$ cat config.mk
export PLATFORM = sky130hd
export DESIGN_NAME = color_tracker_top
export DESIGN_NICKNAME = d
export VERILOG_FILES = /design/src/rtl/color_tracker_pkg.sv /design/src/rtl/ycrcb_converter.sv /design/src/rtl/channel_threshold.sv /design/src/rtl/com_accumulator.sv /design/src/rtl/serial_divider.sv /design/src/rtl/com_collector.sv /design/src/rtl/color_tracker_top.sv
export SDC_FILE = /design/constraint.sdc
export NUM_CORES = 1
export LEC_CHECK = 0
export ABC_AREA = 1
export ABC_CLOCK_PERIOD_IN_PS = 5970
export BUFFER_PORTS_ARGS = -buffer_cell sky130_fd_sc_hd__buf_2
export CAP_MARGIN = 25
export CORE_AREA = 2 2 237 239
export CTS_CLUSTER_DIAMETER = 80
export DETAILED_ROUTE_END_ITERATION = 7
export DIE_AREA = 0 0 239 241
export HOLD_SLACK_MARGIN = 0.05
export PLACE_DENSITY = 0.7
export SYNTH_ARGS = -nofsm -noshare
export SYNTH_HDL_FRONTEND = slang
export SYNTH_SLANG_ARGS = --single-unit
$ cat constraint.sdc
create_clock -name clk_65mhz -period 5.97 [get_ports clk_65mhz]
set_input_delay 0.597 -clock clk_65mhz [delete_from_list [all_inputs] [get_ports clk_65mhz]]
set_output_delay 0.597 -clock clk_65mhz [all_outputs]
set_load 0.005 [all_outputs]
$ cat src/rtl/color_tracker_pkg.sv
`default_nettype none

package color_tracker_pkg;

  // stream widths
  localparam int hcount_width = 11; // pixel column
  localparam int vcount_width = 10; // pixel row
  localparam int pixel_width  = 16; // rgb565 word
  localparam int chan_width   = 4;  // thresholded intensity

  // centre of mass arithmetic
  localparam int sum_width   = 32; // frame sums, divider operands
  localparam int count_width = 17; // masked pixel count
  localparam int num_axes    = 2;  // lane 0 is x, lane 1 is y

  // pipeline depths
  localparam int conv_latency = 3; // through ycrcb_converter
  localparam int mask_latency = 4; // pixel_valid to mask_valid

  // channel select codes; 6 and 7 give zero intensity
  localparam logic [2:0] chan_r  = 3'd0;
  localparam logic [2:0] chan_g  = 3'd1;
  localparam logic [2:0] chan_b  = 3'd2;
  localparam logic [2:0] chan_y  = 3'd3;
  localparam logic [2:0] chan_cr = 3'd4;
  localparam logic [2:0] chan_cb = 3'd5;

  // conversion weights, magnitudes only, signs live in the sums
  localparam int coef_y_r  = 77;
  localparam int coef_y_g  = 150;
  localparam int coef_y_b  = 29;
  localparam int coef_cr_r = 128; // +
  localparam int coef_cr_g = 107; // -
  localparam int coef_cr_b = 21;  // -
  localparam int coef_cb_r = 43;  // -
  localparam int coef_cb_g = 85;  // -
  localparam int coef_cb_b = 128; // +
  localparam int chroma_offset = 128; // recentres cr and cb

endpackage

`default_nettype wire

$ cat src/rtl/ycrcb_converter.sv
`timescale 1ns/1ns
`default_nettype none

module ycrcb_converter (
  input  wire                                       clk_65mhz,
  input  wire                                       sys_rst,
  input  wire                                       in_valid,
  input  wire  [color_tracker_pkg::pixel_width-1:0]  in_pixel,
  input  wire  [color_tracker_pkg::hcount_width-1:0] in_hcount,
  input  wire  [color_tracker_pkg::vcount_width-1:0] in_vcount,
  output logic                                      out_valid,
  output logic [color_tracker_pkg::pixel_width-1:0]  out_pixel,
  output logic [color_tracker_pkg::hcount_width-1:0] out_hcount,
  output logic [color_tracker_pkg::vcount_width-1:0] out_vcount,
  output logic [7:0]                                y,
  output logic [7:0]                                cr,
  output logic [7:0]                                cb
);

  localparam int lat = color_tracker_pkg::conv_latency;

  logic [7:0] r8, g8, b8; // fields widened to 8 bits
  logic [15:0] p_y_r, p_y_g, p_y_b; // stage 1 products
  logic [15:0] p_cr_r, p_cr_g, p_cr_b;
  logic [15:0] p_cb_r, p_cb_g, p_cb_b;
  logic [15:0] y_sum; // max 64088, no overflow
  logic signed [17:0] cr_sum, cb_sum; // stage 2, signed
  logic [lat-1:0] valid_dly;
  logic [color_tracker_pkg::pixel_width-1:0]  pixel_dly  [lat];
  logic [color_tracker_pkg::hcount_width-1:0] hcount_dly [lat];
  logic [color_tracker_pkg::vcount_width-1:0] vcount_dly [lat];

  assign r8 = {in_pixel[15:11], 3'b000};
  assign g8 = {in_pixel[10:5], 2'b00};
  assign b8 = {in_pixel[4:0], 3'b000};

  // stage 1, products
  always_ff @(posedge clk_65mhz) begin
    p_y_r  <= 16'(r8 * color_tracker_pkg::coef_y_r);
    p_y_g  <= 16'(g8 * color_tracker_pkg::coef_y_g);
    p_y_b  <= 16'(b8 * color_tracker_pkg::coef_y_b);
    p_cr_r <= 16'(r8 * color_tracker_pkg::coef_cr_r);
    p_cr_g <= 16'(g8 * color_tracker_pkg::coef_cr_g);
    p_cr_b <= 16'(b8 * color_tracker_pkg::coef_cr_b);
    p_cb_r <= 16'(r8 * color_tracker_pkg::coef_cb_r);
    p_cb_g <= 16'(g8 * color_tracker_pkg::coef_cb_g);
    p_cb_b <= 16'(b8 * color_tracker_pkg::coef_cb_b);
  end

  // stage 2, sums
  always_ff @(posedge clk_65mhz) begin
    y_sum  <= p_y_r + p_y_g + p_y_b;
    cr_sum <= $signed({2'b00, p_cr_r}) - $signed({2'b00, p_cr_g}) - $signed({2'b00, p_cr_b});
    cb_sum <= $signed({2'b00, p_cb_b}) - $signed({2'b00, p_cb_r}) - $signed({2'b00, p_cb_g});
  end

  // stage 3, scale back and recentre chroma
  always_ff @(posedge clk_65mhz) begin
    y  <= y_sum[15:8];
    cr <= 8'((cr_sum >>> 8) + color_tracker_pkg::chroma_offset);
    cb <= 8'((cb_sum >>> 8) + color_tracker_pkg::chroma_offset);
  end

  always_ff @(posedge clk_65mhz) begin
    if (sys_rst) begin
      valid_dly <= '0;
    end else begin
      valid_dly <= {valid_dly[lat-2:0], in_valid};
    end
  end

  // raw word and coordinates ride alongside the math
  always_ff @(posedge clk_65mhz) begin
    pixel_dly[0]  <= in_pixel;
    hcount_dly[0] <= in_hcount;
    vcount_dly[0] <= in_vcount;
    for (int i = 1; i < lat; i++) begin
      pixel_dly[i]  <= pixel_dly[i-1];
      hcount_dly[i] <= hcount_dly[i-1];
      vcount_dly[i] <= vcount_dly[i-1];
    end
  end

  assign out_valid  = valid_dly[lat-1];
  assign out_pixel  = pixel_dly[lat-1];
  assign out_hcount = hcount_dly[lat-1];
  assign out_vcount = vcount_dly[lat-1];

endmodule

`default_nettype wire

$ cat src/rtl/channel_threshold.sv
`timescale 1ns/1ns
`default_nettype none

module channel_threshold (
  input  wire                                       clk_65mhz,
  input  wire                                       sys_rst,
  input  wire                                       in_valid,
  input  wire  [color_tracker_pkg::pixel_width-1:0]  in_pixel,
  input  wire  [color_tracker_pkg::hcount_width-1:0] in_hcount,
  input  wire  [color_tracker_pkg::vcount_width-1:0] in_vcount,
  input  wire  [7:0]                                y,
  input  wire  [7:0]                                cr,
  input  wire  [7:0]                                cb,
  input  wire  [2:0]                                chan_sel,
  input  wire  [color_tracker_pkg::chan_width-1:0]   lower_bound,
  input  wire  [color_tracker_pkg::chan_width-1:0]   upper_bound,
  output logic                                      mask_valid,
  output logic                                      mask,
  output logic [color_tracker_pkg::hcount_width-1:0] mask_hcount,
  output logic [color_tracker_pkg::vcount_width-1:0] mask_vcount
);

  logic [color_tracker_pkg::chan_width-1:0] intensity; // top nibble of chosen channel
  logic in_range;

  always_comb begin
    case (chan_sel)
      color_tracker_pkg::chan_r:  intensity = in_pixel[15:12]; // top of r5
      color_tracker_pkg::chan_g:  intensity = in_pixel[10:7];  // top of g6
      color_tracker_pkg::chan_b:  intensity = in_pixel[4:1];   // top of b5
      color_tracker_pkg::chan_y:  intensity = y[7:4];
      color_tracker_pkg::chan_cr: intensity = cr[7:4];
      color_tracker_pkg::chan_cb: intensity = cb[7:4];
      default:                    intensity = '0; // unused codes
    endcase
  end

  // both bounds inclusive, lower above upper masks nothing
  assign in_range = (intensity >= lower_bound) && (intensity <= upper_bound);

  always_ff @(posedge clk_65mhz) begin
    if (sys_rst) begin
      mask_valid <= 1'b0;
    end else begin
      mask_valid <= in_valid;
    end
  end

  always_ff @(posedge clk_65mhz) begin
    mask        <= in_range;
    mask_hcount <= in_hcount;
    mask_vcount <= in_vcount;
  end

endmodule

`default_nettype wire

$ cat src/rtl/com_accumulator.sv
`timescale 1ns/1ns
`default_nettype none

module com_accumulator (
  input  wire                                       clk_65mhz,
  input  wire                                       sys_rst,
  input  wire                                       mask_valid,
  input  wire                                       mask,
  input  wire  [color_tracker_pkg::hcount_width-1:0] mask_hcount,
  input  wire  [color_tracker_pkg::vcount_width-1:0] mask_vcount,
  input  wire  [color_tracker_pkg::num_axes-1:0]     div_ack,
  output logic                                      div_req,
  output logic [color_tracker_pkg::num_axes-1:0][color_tracker_pkg::sum_width-1:0] div_dividend,
  output logic [color_tracker_pkg::sum_width-1:0]    div_divisor
);

  localparam int sw = color_tracker_pkg::sum_width;
  localparam int cw = color_tracker_pkg::count_width;

  logic [sw-1:0] x_sum, y_sum; // running sums for the current frame
  logic [cw-1:0] count;
  logic [sw-1:0] x_add, y_add; // this pixel's share
  logic [cw-1:0] cnt_add;
  logic hit; // valid and masked
  logic frame_start;
  logic req_open; // handshake not yet back to idle
  logic all_ack;
  logic launch;

  assign hit         = mask_valid && mask;
  assign frame_start = mask_valid && (mask_hcount == '0) && (mask_vcount == '0);
  assign req_open    = div_req || (|div_ack); // includes the ack-drop phase
  assign all_ack     = &div_ack;
  assign launch      = frame_start && (count != '0) && !req_open;

  assign x_add   = hit ? sw'(mask_hcount) : '0;
  assign y_add   = hit ? sw'(mask_vcount) : '0;
  assign cnt_add = hit ? cw'(1) : '0;

  // frame start pixel opens the new frame
  always_ff @(posedge clk_65mhz) begin
    if (sys_rst) begin
      x_sum <= '0;
      y_sum <= '0;
      count <= '0;
    end else if (frame_start) begin
      x_sum <= x_add;
      y_sum <= y_add;
      count <= cnt_add;
    end else begin
      x_sum <= x_sum + x_add;
      y_sum <= y_sum + y_add;
      count <= count + cnt_add;
    end
  end

  // shared request lane, dividers start together
  always_ff @(posedge clk_65mhz) begin
    if (sys_rst) begin
      div_req <= 1'b0;
    end else if (launch) begin
      div_req <= 1'b1;
    end else if (div_req && all_ack) begin
      div_req <= 1'b0; // every lane has answered
    end
  end

  // operands held stable while req is up
  always_ff @(posedge clk_65mhz) begin
    if (launch) begin
      div_dividend[0] <= x_sum;
      div_dividend[1] <= y_sum;
      div_divisor     <= sw'(count);
    end
  end

endmodule

`default_nettype wire

$ cat src/rtl/serial_divider.sv
`timescale 1ns/1ns
`default_nettype none

module serial_divider #(
  parameter int WIDTH = 32
) (
  input  wire              clk_65mhz,
  input  wire              sys_rst,
  input  wire              div_req,
  input  wire  [WIDTH-1:0] dividend,
  input  wire  [WIDTH-1:0] divisor,
  output logic             div_ack,
  output logic [WIDTH-1:0] quotient
);

  localparam int cnt_width = $clog2(WIDTH);

  localparam logic [1:0] st_idle = 2'd0;
  localparam logic [1:0] st_run  = 2'd1; // one quotient bit per cycle
  localparam logic [1:0] st_ack  = 2'd2; // publish result, raise ack
  localparam logic [1:0] st_wait = 2'd3; // hold ack until req drops

  logic [1:0] state;
  logic [cnt_width-1:0] bit_cnt;
  logic [WIDTH-1:0] rem; // partial remainder, always below divisor
  logic [WIDTH-1:0] work; // dividend shifts out, quotient shifts in
  logic [WIDTH-1:0] dvs;
  logic [WIDTH:0] shifted;
  logic [WIDTH+1:0] diff;
  logic borrow;

  // trial subtract
  always_comb begin
    shifted = {rem, work[WIDTH-1]};
    diff    = {1'b0, shifted} - {2'b00, dvs};
    borrow  = diff[WIDTH+1];
  end

  always_ff @(posedge clk_65mhz) begin
    if (sys_rst) begin
      state   <= st_idle;
      div_ack <= 1'b0;
    end else begin
      case (state)
        st_idle: if (div_req) state <= st_run;
        st_run:  if (bit_cnt == '0) state <= st_ack;
        st_ack: begin
          div_ack <= 1'b1;
          state   <= st_wait;
        end
        default: if (!div_req) begin // st_wait
          div_ack <= 1'b0;
          state   <= st_idle;
        end
      endcase
    end
  end

  always_ff @(posedge clk_65mhz) begin
    case (state)
      st_idle: begin
        rem     <= '0;
        work    <= dividend;
        dvs     <= divisor;
        bit_cnt <= cnt_width'(WIDTH - 1);
      end
      st_run: begin
        rem     <= borrow ? shifted[WIDTH-1:0] : diff[WIDTH-1:0]; // restore on borrow
        work    <= {work[WIDTH-2:0], ~borrow};
        bit_cnt <= bit_cnt - 1'b1;
      end
      st_ack:  quotient <= work; // stays put until next ack
      default: ;
    endcase
  end

endmodule

`default_nettype wire

$ cat src/rtl/com_collector.sv
`timescale 1ns/1ns
`default_nettype none

module com_collector (
  input  wire                                       clk_65mhz,
  input  wire                                       sys_rst,
  input  wire  [color_tracker_pkg::num_axes-1:0]     div_ack,
  input  wire  [color_tracker_pkg::num_axes-1:0][color_tracker_pkg::sum_width-1:0] quotient,
  output logic                                      com_valid,
  output logic [color_tracker_pkg::hcount_width-1:0] x_com,
  output logic [color_tracker_pkg::vcount_width-1:0] y_com
);

  logic all_ack; // every lane done
  logic all_ack_q;
  logic all_rise;

  assign all_ack  = &div_ack;
  assign all_rise = all_ack && !all_ack_q; // first cycle of all-high

  always_ff @(posedge clk_65mhz) begin
    if (sys_rst) begin
      all_ack_q <= 1'b0;
      com_valid <= 1'b0;
    end else begin
      all_ack_q <= all_ack;
      com_valid <= all_rise; // single pulse, cannot repeat back to back
    end
  end

  // last result held between frames
  always_ff @(posedge clk_65mhz) begin
    if (sys_rst) begin
      x_com <= '0;
      y_com <= '0;
    end else if (all_rise) begin
      x_com <= quotient[0][color_tracker_pkg::hcount_width-1:0]; // lane 0 is x
      y_com <= quotient[1][color_tracker_pkg::vcount_width-1:0];
    end
  end

endmodule

`default_nettype wire

$ cat src/rtl/color_tracker_top.sv
`timescale 1ns/1ns
`default_nettype none

module color_tracker_top (
  input  wire                                       clk_65mhz,
  input  wire                                       sys_rst,
  input  wire                                       pixel_valid,
  input  wire  [color_tracker_pkg::pixel_width-1:0]  pixel,
  input  wire  [color_tracker_pkg::hcount_width-1:0] hcount,
  input  wire  [color_tracker_pkg::vcount_width-1:0] vcount,
  input  wire  [2:0]                                chan_sel,
  input  wire  [color_tracker_pkg::chan_width-1:0]   lower_bound,
  input  wire  [color_tracker_pkg::chan_width-1:0]   upper_bound,
  output logic                                      mask_valid,
  output logic                                      mask,
  output logic [color_tracker_pkg::hcount_width-1:0] mask_hcount,
  output logic [color_tracker_pkg::vcount_width-1:0] mask_vcount,
  output logic                                      com_valid,
  output logic [color_tracker_pkg::hcount_width-1:0] x_com,
  output logic [color_tracker_pkg::vcount_width-1:0] y_com
);

  localparam int div_width = color_tracker_pkg::sum_width;

  // converter to threshold, 3 cycles after the pixel
  logic                                      conv_valid;
  logic [color_tracker_pkg::pixel_width-1:0]  conv_pixel;
  logic [color_tracker_pkg::hcount_width-1:0] conv_hcount;
  logic [color_tracker_pkg::vcount_width-1:0] conv_vcount;
  logic [7:0] y, cr, cb;

  // divider handshake
  logic                                          div_req;
  logic [color_tracker_pkg::num_axes-1:0]        div_ack;
  logic [color_tracker_pkg::num_axes-1:0][div_width-1:0] div_dividend;
  logic [div_width-1:0]                          div_divisor; // shared count
  logic [color_tracker_pkg::num_axes-1:0][div_width-1:0] div_quotient;

  ycrcb_converter u_conv (
    .clk_65mhz(clk_65mhz), .sys_rst(sys_rst),
    .in_valid(pixel_valid), .in_pixel(pixel), .in_hcount(hcount), .in_vcount(vcount),
    .out_valid(conv_valid), .out_pixel(conv_pixel),
    .out_hcount(conv_hcount), .out_vcount(conv_vcount),
    .y(y), .cr(cr), .cb(cb)
  );

  channel_threshold u_thresh (
    .clk_65mhz(clk_65mhz), .sys_rst(sys_rst),
    .in_valid(conv_valid), .in_pixel(conv_pixel),
    .in_hcount(conv_hcount), .in_vcount(conv_vcount),
    .y(y), .cr(cr), .cb(cb),
    .chan_sel(chan_sel), .lower_bound(lower_bound), .upper_bound(upper_bound),
    .mask_valid(mask_valid), .mask(mask),
    .mask_hcount(mask_hcount), .mask_vcount(mask_vcount)
  );

  com_accumulator u_accum (
    .clk_65mhz(clk_65mhz), .sys_rst(sys_rst),
    .mask_valid(mask_valid), .mask(mask),
    .mask_hcount(mask_hcount), .mask_vcount(mask_vcount),
    .div_ack(div_ack), .div_req(div_req),
    .div_dividend(div_dividend), .div_divisor(div_divisor)
  );

  // one lane per axis, all share the request
  for (genvar i = 0; i < color_tracker_pkg::num_axes; i++) begin : g_div
    serial_divider #(.WIDTH(div_width)) u_div (
      .clk_65mhz(clk_65mhz), .sys_rst(sys_rst),
      .div_req(div_req), .dividend(div_dividend[i]), .divisor(div_divisor),
      .div_ack(div_ack[i]), .quotient(div_quotient[i])
    );
  end

  com_collector u_collect (
    .clk_65mhz(clk_65mhz), .sys_rst(sys_rst),
    .div_ack(div_ack), .quotient(div_quotient),
    .com_valid(com_valid), .x_com(x_com), .y_com(y_com)
  );

endmodule

`default_nettype wire

## Word level (Yosys, flattened, before mapping)

Memories as Yosys holds them, arrays and structs flattened. A register that Yosys moved wholly into a read port is not among the register bits.
Cells that the tools add are included.

- Flip-flop bits (word level): 554
- Memory bits (writable): 111
- Logic and storage cells: 147
- Memories kept: 3

- Add/sub/neg operators: 15
- Multipliers: 7
- Order comparisons: 2
- Equality and inequality tests: 17
- Muxes and demuxes: 26
- Bitwise gates (word level): 4
- Reduce and logical (&&, ||, !) cells: 30

Memories:

| memory | words | width | rd ports | clocked after Yosys merged registers in | write ports | line | text |
|---|---|---|---|---|---|---|---|
| u_conv.pixel_dly | 3 | 16 | 3 | 0 | 3 | ycrcb_converter.sv:29 | `logic [color_tracker_pkg::pixel_width-1:0] pixel_dly [lat];` |
| u_conv.hcount_dly | 3 | 11 | 3 | 1 | 3 | ycrcb_converter.sv:30 | `logic [color_tracker_pkg::hcount_width-1:0] hcount_dly [lat];` |
| u_conv.vcount_dly | 3 | 10 | 3 | 1 | 3 | ycrcb_converter.sv:31 | `logic [color_tracker_pkg::vcount_width-1:0] vcount_dly [lat];` |

Operator list:

| kind | number |
|---|---|
| case mux 32 bit (2 select lines) | 4 |
| 2-to-1 mux 32 bit | 4 |
| subtractor 33 x 17 -> 34 bit | 2 |
| adder 32 bit | 2 |
| multiplier 6 x 7 -> 13 bit (second input constant) | 3 |
| case mux 4 bit (6 select lines) | 1 |
| multiplier 5 x 5 -> 10 bit (second input constant) | 2 |
| case mux 5 bit (2 select lines) | 2 |
| adder 17 bit | 1 |
| 2-to-1 mux 17 bit | 1 |
| nonzero test 17 bit | 1 |
| adder 15 x 16 -> 16 bit | 1 |
| adder 16 x 13 -> 16 bit | 1 |
| adder 8 bit (second input constant) | 2 |
| subtractor 15 x 14 -> 16 bit | 1 |
| subtractor 15 x 15 -> 16 bit | 1 |
| subtractor 16 x 14 -> 16 bit | 1 |
| subtractor 16 bit | 1 |
| multiplier 5 x 7 -> 12 bit (second input constant) | 1 |
| case mux 2 bit (3 select lines) | 2 |
| zero test 11 bit | 1 |
| multiplier 5 x 6 -> 11 bit (second input constant) | 1 |
| 2-to-1 mux 11 bit | 1 |
| zero test 10 bit | 1 |
| other kinds (26) | 63 |

## Longest topological paths before layout

Gate-level depths: netlist of run 1.

- Word-level depth: 6
- Gate-level depth with buffers: 16

## Modules after synthesis

From an unflattened synthesis of run 1, not the netlist that was laid out.

- Cells, all modules: 4359
- Area total of the unflattened synthesis: 37134.4 µm²

By module, submodules not included:

| module | instances | cells an instance | area each (µm²) | sequential area each (µm²) |
|---|---|---|---|---|
| serial_divider | 2 | 997 | 8070.2 | 4053.9 |
| ycrcb_converter | 1 | 1117 | 10983.0 | 4564.4 |
| com_accumulator | 1 | 1004 | 8182.8 | 4073.9 |
| com_collector | 1 | 140 | 935.9 | 460.4 |
| channel_threshold | 1 | 104 | 892.1 | 460.4 |

## Worst setup path before layout of run 1

Ideal clock, no wire load.

- Path type: input port to flip-flop
- Start point: in pixel[8] (netlist name)
- End point: reg u_conv.p_y_g[12]
- Arrival time: 2953 ps
- Required time: 5851 ps
- Path slack: 2898 ps
- Stages: 10
- Path buffers: 0
- Cell sequence: ha_1 -> ha_1 -> fa_1 -> inv_1 -> fa_1 -> o21ai_0 -> a21oi_1 -> nor2_1 -> nor2_1 -> xnor2_1

- Word-level cells in the longest chain between the ends: 1

RTL lines:

| what | line | text |
|---|---|---|
| from (decl) | color_tracker_top.sv:8 | `input wire [color_tracker_pkg::pixel_width-1:0] pixel,` |
| multiplier 6 x 7 -> 13 bit | ycrcb_converter.sv:40 | `p_y_g <= 16'(g8 * color_tracker_pkg::coef_y_g);` |
| to (signal assigned) | ycrcb_converter.sv:40 |  |
| to (decl) | ycrcb_converter.sv:23 | `logic [15:0] p_y_r, p_y_g, p_y_b;` |

Every way passes these cells.
A chain may end at the register's enable or synchronous reset.

## Final worst setup path of run 1

- Start point: reg u_thresh.mask_hcount[6] (netlist name), read port of u_conv.hcount_dly
- End point: reg u_accum.div_dividend[57] (netlist name), enable pin

- Word-level cells in the longest chain between the ends: 5

RTL lines:

| what | line | text |
|---|---|---|
| from (decl) | channel_threshold.sv:19 | `output logic [color_tracker_pkg::hcount_width-1:0] mask_hcount,` |
| zero test 11 bit | com_accumulator.sv:31 | `assign frame_start = mask_valid && (mask_hcount == '0) && (mask_vcount == '0);` |
| logical AND 1 bit (2 in a row) | com_accumulator.sv:31 |  |
| logical AND 1 bit (2 in a row) | com_accumulator.sv:34 | `assign launch = frame_start && (count != '0) && !req_open;` |
| net u_accum.launch | com_accumulator.sv:28 | `logic launch;` |
| to (decl) | com_accumulator.sv:13 | `output logic [color_tracker_pkg::num_axes-1:0][color_tracker_pkg::sum_width-1:0] div_dividend,` |

The timed path passes the listed nets, and every way through them passes these cells.

==> metrics.txt, run 1 <==
# TYPE chip_impl_metric gauge
chip_impl_info{name="endpoint_kind",value="flip-flop"} 1
chip_impl_metric{name="route.final.wire_length",unit="microns"} 62200
chip_impl_metric{name="xor_xnor_cell_area_share_of_the_yosys_netlist",unit="%"} 3.30
chip_impl_metric{name="total_of_warnings_raised_by_yosys",unit=""} 0
chip_impl_metric{name="vias",unit=""} 21700
chip_impl_info{name="worstHoldPathType",value="primary input to flip-flop"} 1
chip_impl_metric{name="grt_pass1_vias",unit=""} 20700
chip_impl_metric{name="arithmetic_cell_share_of_the_synthesized_area_counting_full_adders_half_adders_and_majority_gates",unit="%"} 13.9
chip_impl_metric{name="die_height",unit="microns"} 241
chip_impl_metric{name="die_area",unit="sq um"} 57600
chip_impl_info{name="crit_path_start_kind",value="flip-flop"} 1
chip_impl_metric{name="power_switching_share",unit="%"} 37.3
chip_impl_metric{name="switching_power",unit="W"} 0.00601
chip_impl_metric{name="synth_seq_area_share",unit="%"} 49.5
chip_impl_metric{name="avg_inst_size_synth",unit="sq um"} 8.87
chip_impl_info{name="critical_path.reg2reg.startpoint",value="u_thresh.mask_hcount[6]"} 1
chip_impl_metric{name="postPlaceCellArea",unit="sq um"} 31200
chip_impl_metric{name="pwr-share-comb",unit="%"} 38.2
chip_impl_metric{name="yosysTopAreaCellShare",unit="%"} 27.4
chip_impl_metric{name="timing.critical_path.arrival",unit="ns"} 3.78
chip_impl_info{name="cp-startpoint",value="u_thresh.mask_hcount[6]"} 1
chip_impl_metric{name="ys_seq_elements",unit=""} 604
chip_impl_metric{name="fillerInstances",unit=""} 4680
chip_impl_info{name="synth_commonest_cells",value="896 x sky130_fd_sc_hd__nand2_1, 448 x sky130_fd_sc_hd__inv_1, 351 x sky130_fd_sc_hd__nor2_1"} 1
chip_impl_metric{name="final_cell_area",unit="sq um"} 33700
chip_impl_metric{name="fmax",unit="GHz"} 0.285
chip_impl_metric{name="number_of_drc_violations_after_detailed_routing_iteration_0",unit=""} 1257
chip_impl_metric{name="powerDensity",unit="nW/um^2"} 478
chip_impl_metric{name="tritoncts_num_sinks",unit=""} 604
chip_impl_info{name="yosys_most_used_dff",value="sky130_fd_sc_hd__dfxtp_1"} 1
chip_impl_metric{name="antenna_violations_before_repair",unit=""} 2
chip_impl_info{name="cts_root_buf",value="sky130_fd_sc_hd__clkbuf_16"} 1
chip_impl_metric{name="post-route-min-period",unit="ns"} 3.51
chip_impl_metric{name="internal-power",unit="W"} 0.0101
chip_impl_metric{name="share_of_cells_above_drive_strength_1",unit="%"} 7.47
chip_impl_metric{name="floorplan.io_pins",unit=""} 96
chip_impl_info{name="ws_path_type",value="flip-flop to flip-flop"} 1
chip_impl_metric{name="detail_route.first_pass.iterations",unit=""} 5
chip_impl_info{name="worstReg2RegEnd",value="u_accum.div_dividend[57]"} 1
chip_impl_info{name="largest_cells_by_area_after_synthesis",value="sky130_fd_sc_hd__edfxtp_1 27%, sky130_fd_sc_hd__dfxtp_1 22%, sky130_fd_sc_hd__nand2_1 11%"} 1
chip_impl_metric{name="yosys.area_share.simple",unit="%"} 21.0
chip_impl_metric{name="largest_net_degree_at_the_start_of_global_routing",unit=""} 71
chip_impl_metric{name="finalHoldViolations",unit=""} 0
chip_impl_metric{name="syn-instance-count",unit=""} 3381
chip_impl_info{name="synth_top_family_by_area",value="simple AND/OR/NAND/NOR gates"} 1
chip_impl_metric{name="synth_compound_area_share",unit="%"} 5.63
chip_impl_info{name="run_status",value="complete, no violations"} 1
chip_impl_metric{name="dp_hpwl",unit="microns"} 45800
chip_impl_info{name="critPathCapture",value="u_accum.div_dividend[57]"} 1
chip_impl_metric{name="grt_util_all_layers",unit="%"} 22.1
chip_impl_metric{name="start_util",unit="%"} 54.6
chip_impl_metric{name="worst_path_maximum_fanout",unit=""} 45
chip_impl_metric{name="synthesis.area",unit="sq um"} 30000
chip_impl_metric{name="reg2reg_depth",unit=""} 8
chip_impl_metric{name="core_area",unit="sq um"} 54900
chip_impl_metric{name="worst-r2r-setup-slack",unit="ns"} 2.46
chip_impl_metric{name="clkTransAtPathRegs",unit="ns"} 0.06
chip_impl_metric{name="synth_enable_flop_cells",unit=""} 274
chip_impl_metric{name="yosysUniqueCellTypes",unit=""} 48
chip_impl_metric{name="skew_pair_late_insertion_delay",unit="ns"} 0.64
chip_impl_metric{name="worst-slew-pin-transition",unit="ns"} 0.941
chip_impl_metric{name="number_of_nets_in_the_synthesized_netlist",unit=""} 3737
chip_impl_metric{name="clock_power_share",unit="%"} 25.6
chip_impl_metric{name="drtAntennaViolNets",unit=""} 0
chip_impl_info{name="tritoncts",value="yes"} 1
chip_impl_metric{name="muxShareOfSynthArea",unit="%"} 0
chip_impl_info{name="grt_setup_unrepaired",value="false"} 1
chip_impl_metric{name="maxCapViolCount",unit=""} 0
chip_impl_metric{name="floorplan.rows",unit=""} 86
chip_impl_metric{name="vdd.ir_drop.worst",unit="mV"} 0.413
chip_impl_metric{name="final.setup_skew",unit="ns"} 0.0159
chip_impl_metric{name="async_sr_flop_fraction",unit="%"} 0
chip_impl_info{name="yosysMostFrequentCell",value="sky130_fd_sc_hd__nand2_1"} 1
chip_impl_metric{name="timing_max_transition_violations_final",unit=""} 0
chip_impl_metric{name="final_net_count",unit=""} 3878
chip_impl_metric{name="detail_route.wl_per_cell",unit="microns"} 14.5
chip_impl_metric{name="total_negative_slack",unit="ns"} 0
chip_impl_metric{name="cp.required",unit="ns"} 6.25
chip_impl_metric{name="clock_tree.htree_level_count",unit=""} 2
chip_impl_metric{name="cts_setup_buffers",unit=""} 0
chip_impl_metric{name="cts-buffers-inserted",unit=""} 61
chip_impl_metric{name="chipWidth",unit="microns"} 239
chip_impl_metric{name="drcViolationCount",unit=""} 0
chip_impl_metric{name="leakagePower",unit="nW"} 16.0
chip_impl_metric{name="grt_pass1_wl",unit="microns"} 103000
chip_impl_metric{name="gpl.final_weighted_congestion",unit=""} 0.892
chip_impl_metric{name="syn_to_final_growth",unit="%"} 12.3
chip_impl_metric{name="layout_worst_path_cycle_share",unit="%"} 58.7
chip_impl_info{name="library_cell_with_the_largest_summed_area_after_synthesis",value="sky130_fd_sc_hd__edfxtp_1"} 1
chip_impl_metric{name="p_seq_share",unit="%"} 36.2
chip_impl_metric{name="grt_overflow",unit=""} 0
chip_impl_metric{name="place.port_buffers",unit=""} 95
chip_impl_metric{name="finalSetupViolCount",unit=""} 0
chip_impl_metric{name="worst_slew_margin_rel",unit="%"} 37.3
chip_impl_metric{name="max-clock-path-buffers",unit=""} 3
chip_impl_metric{name="via_per_inst",unit=""} 5.06
[state kept, by name, summed over array words and instances, names as in the netlist, 11 cells and up]
name and flops:
g_div.u_div.dvs 34, g_div.u_div.quotient 21, g_div.u_div.rem 64, g_div.u_div.work 64
u_accum.count 17, u_accum.div_dividend 64, u_accum.div_divisor 17, u_accum.x_sum 32
u_accum.y_sum 32, u_collect.x_com 11, u_conv.hcount_dly 33, u_conv.p_cb_g 12
u_conv.p_y_g 13, u_conv.p_y_r 12, u_conv.pixel_dly 30, u_conv.vcount_dly 30
u_thresh.mask_hcount 11
[cell families (layout without fill, tap and decap cells)]
logic type      Yosys count  in the layout
compound gates          310            310
xor+xnor                113            113
fa+ha+maj               305            305
buf+inv                 514            707
flops                   604            604
other cells               0              1
simple gates           1535           1535
[worst min path at each step]
stage | start | end | slack [ns] | cells past startpoint
2_1_floorplan | u_conv.cb_sum[12] | u_conv.cb[4] | 0.31 | 0
3_3_place_gp | u_conv.vcount_dly[2][9] | u_thresh.mask_vcount[9] | 0.31 | 0
3_5_place_dp | u_conv.cb_sum[12] | u_conv.cb[4] | 0.31 | 0
4_1_cts | pixel[5] | u_conv.p_y_g[3] | 0.1 | 1
5_1_grt | pixel[0] | u_conv.p_y_b[3] | 0.12 | 1
6_report | pixel[0] | u_conv.p_y_b[3] | 0.13 | 1
[routing by layer]
layer	global-route usage, %	share of wire [%]
met5	0	0
met4	6.67	2.5
met3	4.20	5.6
met2	36.5	46
met1	29.5	46
[final cells by class]
cell class | count | area [sq um] | share of cell area, %
clock buffer | 83 | 1830 | 5.42
sequential | 604 | 14800 | 44.0
multi-input combinational | 2263 | 13200 | 39.1
antenna | 1 | 2.50 | 0.00743
timing repair buffer | 128 | 821 | 2.44
tap | 704 | 881 | 2.61
clock inverter | 32 | 420 | 1.25
inverter | 464 | 1740 | 5.17
[per-stage QoR]
step	utilization [%]	total power, W	setup slack, ns	hold slack [ns]	std cells
final	61.4	0.0161	2.46	0.131	4279
after global routing	61.4	0.0174	2.21	0.122	4279
after CTS	61.3	0.0162	2.50	0.0951	4275
after detailed placement	56.8	0.0120	2.44	0.312	4139
after global placement	56.8	0.0119	2.46	0.310	4139
after floorplan	-	0.0106	2.90	0.310	3381
[power by group through the flow]
stage | Combinational [W] | Sequential, W | Clock (W)
2_1_floorplan | 0.00481 | 0.00581 | 0
3_3_place_gp | 0.00603 | 0.00591 | 0
3_5_place_dp | 0.00610 | 0.00593 | 0
4_1_cts | 0.00616 | 0.00585 | 0.00421
5_1_grt | 0.00713 | 0.00592 | 0.00437
6_report | 0.00615 | 0.00584 | 0.00412
[worst max-delay path: stages (launching register included)]
cell,delay [ns]
sky130_fd_sc_hd__dfxtp_1,0.31
sky130_fd_sc_hd__inv_1,0.07
sky130_fd_sc_hd__nand3_1,0.08
sky130_fd_sc_hd__nor3_1,0.32
sky130_fd_sc_hd__nand3_1,0.57
sky130_fd_sc_hd__inv_1,0.47
sky130_fd_sc_hd__nand3_1,0.18
sky130_fd_sc_hd__clkinv_2,0.52
sky130_fd_sc_hd__buf_4,0.60
[cell usage in the layout, fill, tap and decap left out, drive strengths merged, types with 4 or more instances in the layout]
cell type / netlist / routed
buf: 19 / 107
inv: 464 / 467
o21a: 8 / 8
a21o: 8 / 8
nand4: 42 / 42
nor4: 11 / 11
fa: 46 / 46
nand3: 125 / 125
edfxtp: 274 / 274
xnor2: 54 / 54
o21bai: 4 / 4
or2: 8 / 8
clkbuf: 31 / 83
a21oi: 183 / 183
clkinv: 0 / 20
xor2: 59 / 59
nor2: 358 / 358
ha: 259 / 259
dfxtp: 330 / 330
dlygate4sd3: 0 / 21
nand3b: 21 / 21
o211ai: 4 / 4
bufinv: 0 / 7
nor3: 60 / 60
nand2: 905 / 905
o21ai: 82 / 82
a31oi: 4 / 4
[repair_timing]
action / CTS / global route
hold buffers: 21 / 0
endpoints found under the hold margin: 21 / 0
gates resized for setup: 0 / 0
Note: power is estimated with default switching activity, not from simulation.
==> run 2, diff against run 1 <==
--- a/config.mk
+++ b/config.mk
@@ -6,7 +6,7 @@
 export NUM_CORES = 1
 export LEC_CHECK = 0
 export ABC_AREA = 1
-export ABC_CLOCK_PERIOD_IN_PS = 5970
+export ABC_CLOCK_PERIOD_IN_PS = 3650
 export BUFFER_PORTS_ARGS = -buffer_cell sky130_fd_sc_hd__buf_2
 export CAP_MARGIN = 25
 export CORE_AREA = 2 2 237 239
==> constraint.sdc (replaced) <==
create_clock -name clk_65mhz -period 3.65 [get_ports clk_65mhz]
set_input_delay 0.365 -clock clk_65mhz [delete_from_list [all_inputs] [get_ports clk_65mhz]]
set_output_delay 0.365 -clock clk_65mhz [all_outputs]
set_load 0.005 [all_outputs]
==> run 2 against run 1 <==
- non-clock buffer count grew 22
- sequential power up 63%
- final cell count grew 0.44%
- via count is essentially flat
- die area did not move
- critical path depth up 6
==> metrics.txt, run 2 (synthesized netlist as in run 1, its figures left out) <==
# TYPE chip_impl_metric gauge
chip_impl_metric{name="number_of_drc_violations_after_detailed_routing_iteration_0",unit=""} 1292
chip_impl_metric{name="worst-slew-pin-transition",unit="ns"} 0.812
chip_impl_metric{name="fmax",unit="GHz"} 0.308
chip_impl_metric{name="clock_tree.htree_level_count",unit=""} 2
chip_impl_metric{name="grt_util_all_layers",unit="%"} 21.7
chip_impl_metric{name="largest_net_degree_at_the_start_of_global_routing",unit=""} 71
chip_impl_info{name="top_regs",value="g_div.u_div.rem x64, g_div.u_div.work x64, u_accum.div_dividend x64"} 1
chip_impl_metric{name="vias",unit=""} 21600
chip_impl_info{name="grt_setup_unrepaired",value="false"} 1
chip_impl_metric{name="via_per_inst",unit=""} 5.04
chip_impl_metric{name="dp_hpwl",unit="microns"} 45400
chip_impl_metric{name="final.setup_skew",unit="ns"} 0.0235
chip_impl_metric{name="fillerInstances",unit=""} 4629
chip_impl_metric{name="post-route-util",unit="%"} 61.4
chip_impl_metric{name="powerDensity",unit="nW/um^2"} 771
chip_impl_info{name="crit_path_start_kind",value="primary input"} 1
chip_impl_info{name="ws_path_type",value="primary input to flip-flop"} 1
chip_impl_metric{name="maxCapViolCount",unit=""} 0
chip_impl_metric{name="skew_pair_late_insertion_delay",unit="ns"} 0.65
chip_impl_metric{name="clkTransAtPathRegs",unit="ns"} 0.06
chip_impl_metric{name="place.port_buffers",unit=""} 95
chip_impl_metric{name="worst_path_maximum_fanout",unit=""} 9
chip_impl_metric{name="vdd.ir_drop.worst",unit="mV"} 0.556
chip_impl_metric{name="grt_pass1_wl",unit="microns"} 100000
chip_impl_metric{name="timing.critical_path.arrival",unit="ns"} 3.81
chip_impl_metric{name="post-route-min-period",unit="ns"} 3.25
chip_impl_info{name="tritoncts",value="yes"} 1
chip_impl_metric{name="grt_overflow",unit=""} 0
chip_impl_metric{name="timing_max_transition_violations_final",unit=""} 0
chip_impl_metric{name="layout_worst_path_cycle_share",unit="%"} 88.9
chip_impl_metric{name="tritoncts_num_sinks",unit=""} 604
chip_impl_metric{name="core_area",unit="sq um"} 54900
chip_impl_info{name="endpoint_kind",value="flip-flop"} 1
chip_impl_metric{name="gpl.final_weighted_congestion",unit=""} 0.932
chip_impl_info{name="cts_root_buf",value="sky130_fd_sc_hd__clkbuf_16"} 1
chip_impl_metric{name="floorplan.rows",unit=""} 86
chip_impl_metric{name="cts.hold.buffers_added",unit=""} 38
chip_impl_metric{name="finalSetupViolCount",unit=""} 0
chip_impl_metric{name="share_of_cells_above_drive_strength_1",unit="%"} 7.26
chip_impl_metric{name="cts_setup_buffers",unit=""} 0
chip_impl_metric{name="antenna_violations_before_repair",unit=""} 1
chip_impl_metric{name="diodes",unit=""} 0
chip_impl_info{name="worstHoldPathType",value="primary input to flip-flop"} 1
chip_impl_metric{name="start_util",unit="%"} 54.6
chip_impl_info{name="run_status",value="complete, no violations"} 1
chip_impl_metric{name="final_net_count",unit=""} 3899
chip_impl_metric{name="drcViolationCount",unit=""} 0
chip_impl_metric{name="total_negative_slack",unit="ns"} 0
chip_impl_metric{name="detail_route.wl_per_cell",unit="microns"} 14.3
chip_impl_metric{name="detail_route.first_pass.iterations",unit=""} 5
chip_impl_metric{name="die_area",unit="sq um"} 57600
chip_impl_metric{name="grt_pass1_vias",unit=""} 20500
chip_impl_metric{name="max-clock-path-buffers",unit=""} 3
chip_impl_metric{name="drtAntennaViolNets",unit=""} 0
chip_impl_metric{name="chipWidth",unit="microns"} 239
chip_impl_info{name="most-common-layout-cells",value="895 x sky130_fd_sc_hd__nand2_1, 445 x sky130_fd_sc_hd__inv_1, 351 x sky130_fd_sc_hd__nor2_1, 330 x sky130_fd_sc_hd__dfxtp_1, 274 x sky130_fd_sc_hd__edfxtp_1"} 1
chip_impl_metric{name="cp.required",unit="ns"} 4.22
chip_impl_metric{name="floorplan.io_pins",unit=""} 96
chip_impl_metric{name="syn_to_final_growth",unit="%"} 12.4
chip_impl_metric{name="finalHoldViolations",unit=""} 0
chip_impl_metric{name="die_height",unit="microns"} 241
chip_impl_metric{name="worst-r2r-setup-slack",unit="ns"} 0.77
chip_impl_metric{name="route.final.wire_length",unit="microns"} 61500
chip_impl_info{name="mostFrequentLayoutCell",value="sky130_fd_sc_hd__nand2_1"} 1
chip_impl_metric{name="post_cts_resized",unit=""} 0
chip_impl_metric{name="worst_slew_margin_rel",unit="%"} 45.8
chip_impl_metric{name="leakagePower",unit="nW"} 16.0
chip_impl_metric{name="cts-buffers-inserted",unit=""} 60
## run 2: critical path: stages
cell and delay [ns]:
sky130_fd_sc_hd__dlygate4sd3_1 0.53, sky130_fd_sc_hd__buf_2 0.23, sky130_fd_sc_hd__inv_1 0.17, sky130_fd_sc_hd__ha_1 0.40, sky130_fd_sc_hd__fa_1 0.52, sky130_fd_sc_hd__inv_1 0.04, sky130_fd_sc_hd__ha_1 0.29, sky130_fd_sc_hd__ha_1 0.34
sky130_fd_sc_hd__inv_1 0.05, sky130_fd_sc_hd__o21bai_1 0.22, sky130_fd_sc_hd__a21boi_0 0.17, sky130_fd_sc_hd__o21ai_0 0.28, sky130_fd_sc_hd__a21oi_1 0.11, sky130_fd_sc_hd__nor2_1 0.10
## run 2: worst paths after layout
kind	start	to	depth (start not counted)
max	pixel[9]	u_conv.p_y_g[15]	14
min	sys_rst	u_collect.com_valid	2
max reg2reg	u_thresh.mask	u_accum.x_sum[14]	9
min reg2reg	u_conv.hcount_dly[0][10]	u_conv.hcount_dly[1][10]	0
## run 2: final cells by class
| class | count | area, sq um | area share [%] |
|---|---|---|---|
| clock inverters | 42 | 513 | 1.52 |
| flip-flops and latches | 604 | 14800 | 44.0 |
| inverters | 464 | 1740 | 5.17 |
| repair buffers | 150 | 1030 | 3.07 |
| clock buffers | 71 | 1550 | 4.61 |
| multi-input cells | 2263 | 13200 | 39.0 |
| well taps | 704 | 881 | 2.61 |
## run 2: through the flow
step	worst slack, ns	total power [W]	hold slack (ns)	cell area, sq um	std cells
detailed placement	0.312	0.0197	0.312	31300	4147
CTS	0.424	0.0262	0.159	33700	4298
floorplan	0.621	0.0174	0.310	30000	3381
finish	0.404	0.0260	0.185	33700	4298
global route	0.192	0.0281	0.190	33700	4298
global placement	0.353	0.0196	0.309	31300	4147
## run 2: routing by layer
metal	up-vias	share of wire (%)	wire [microns]	GRT usage, %
met5	-	0	0	0
met2	371	47	28700	36.6
met1	9904	47	29100	29.3
met4	0	2.2	1360	6.08
met3	86	4.0	2440	3.02
li1	11300	-	-	-
## run 2: power breakdown
group	total [W]	switching, W	leakage, nW	internal [W]
registers	0.00952	0.000578	5.67	0.00894
clock network	0.00638	0.00271	0.988	0.00366
logic	0.0101	0.00653	9.32	0.00357
total	0.0260	0.00982	16.0	0.0162
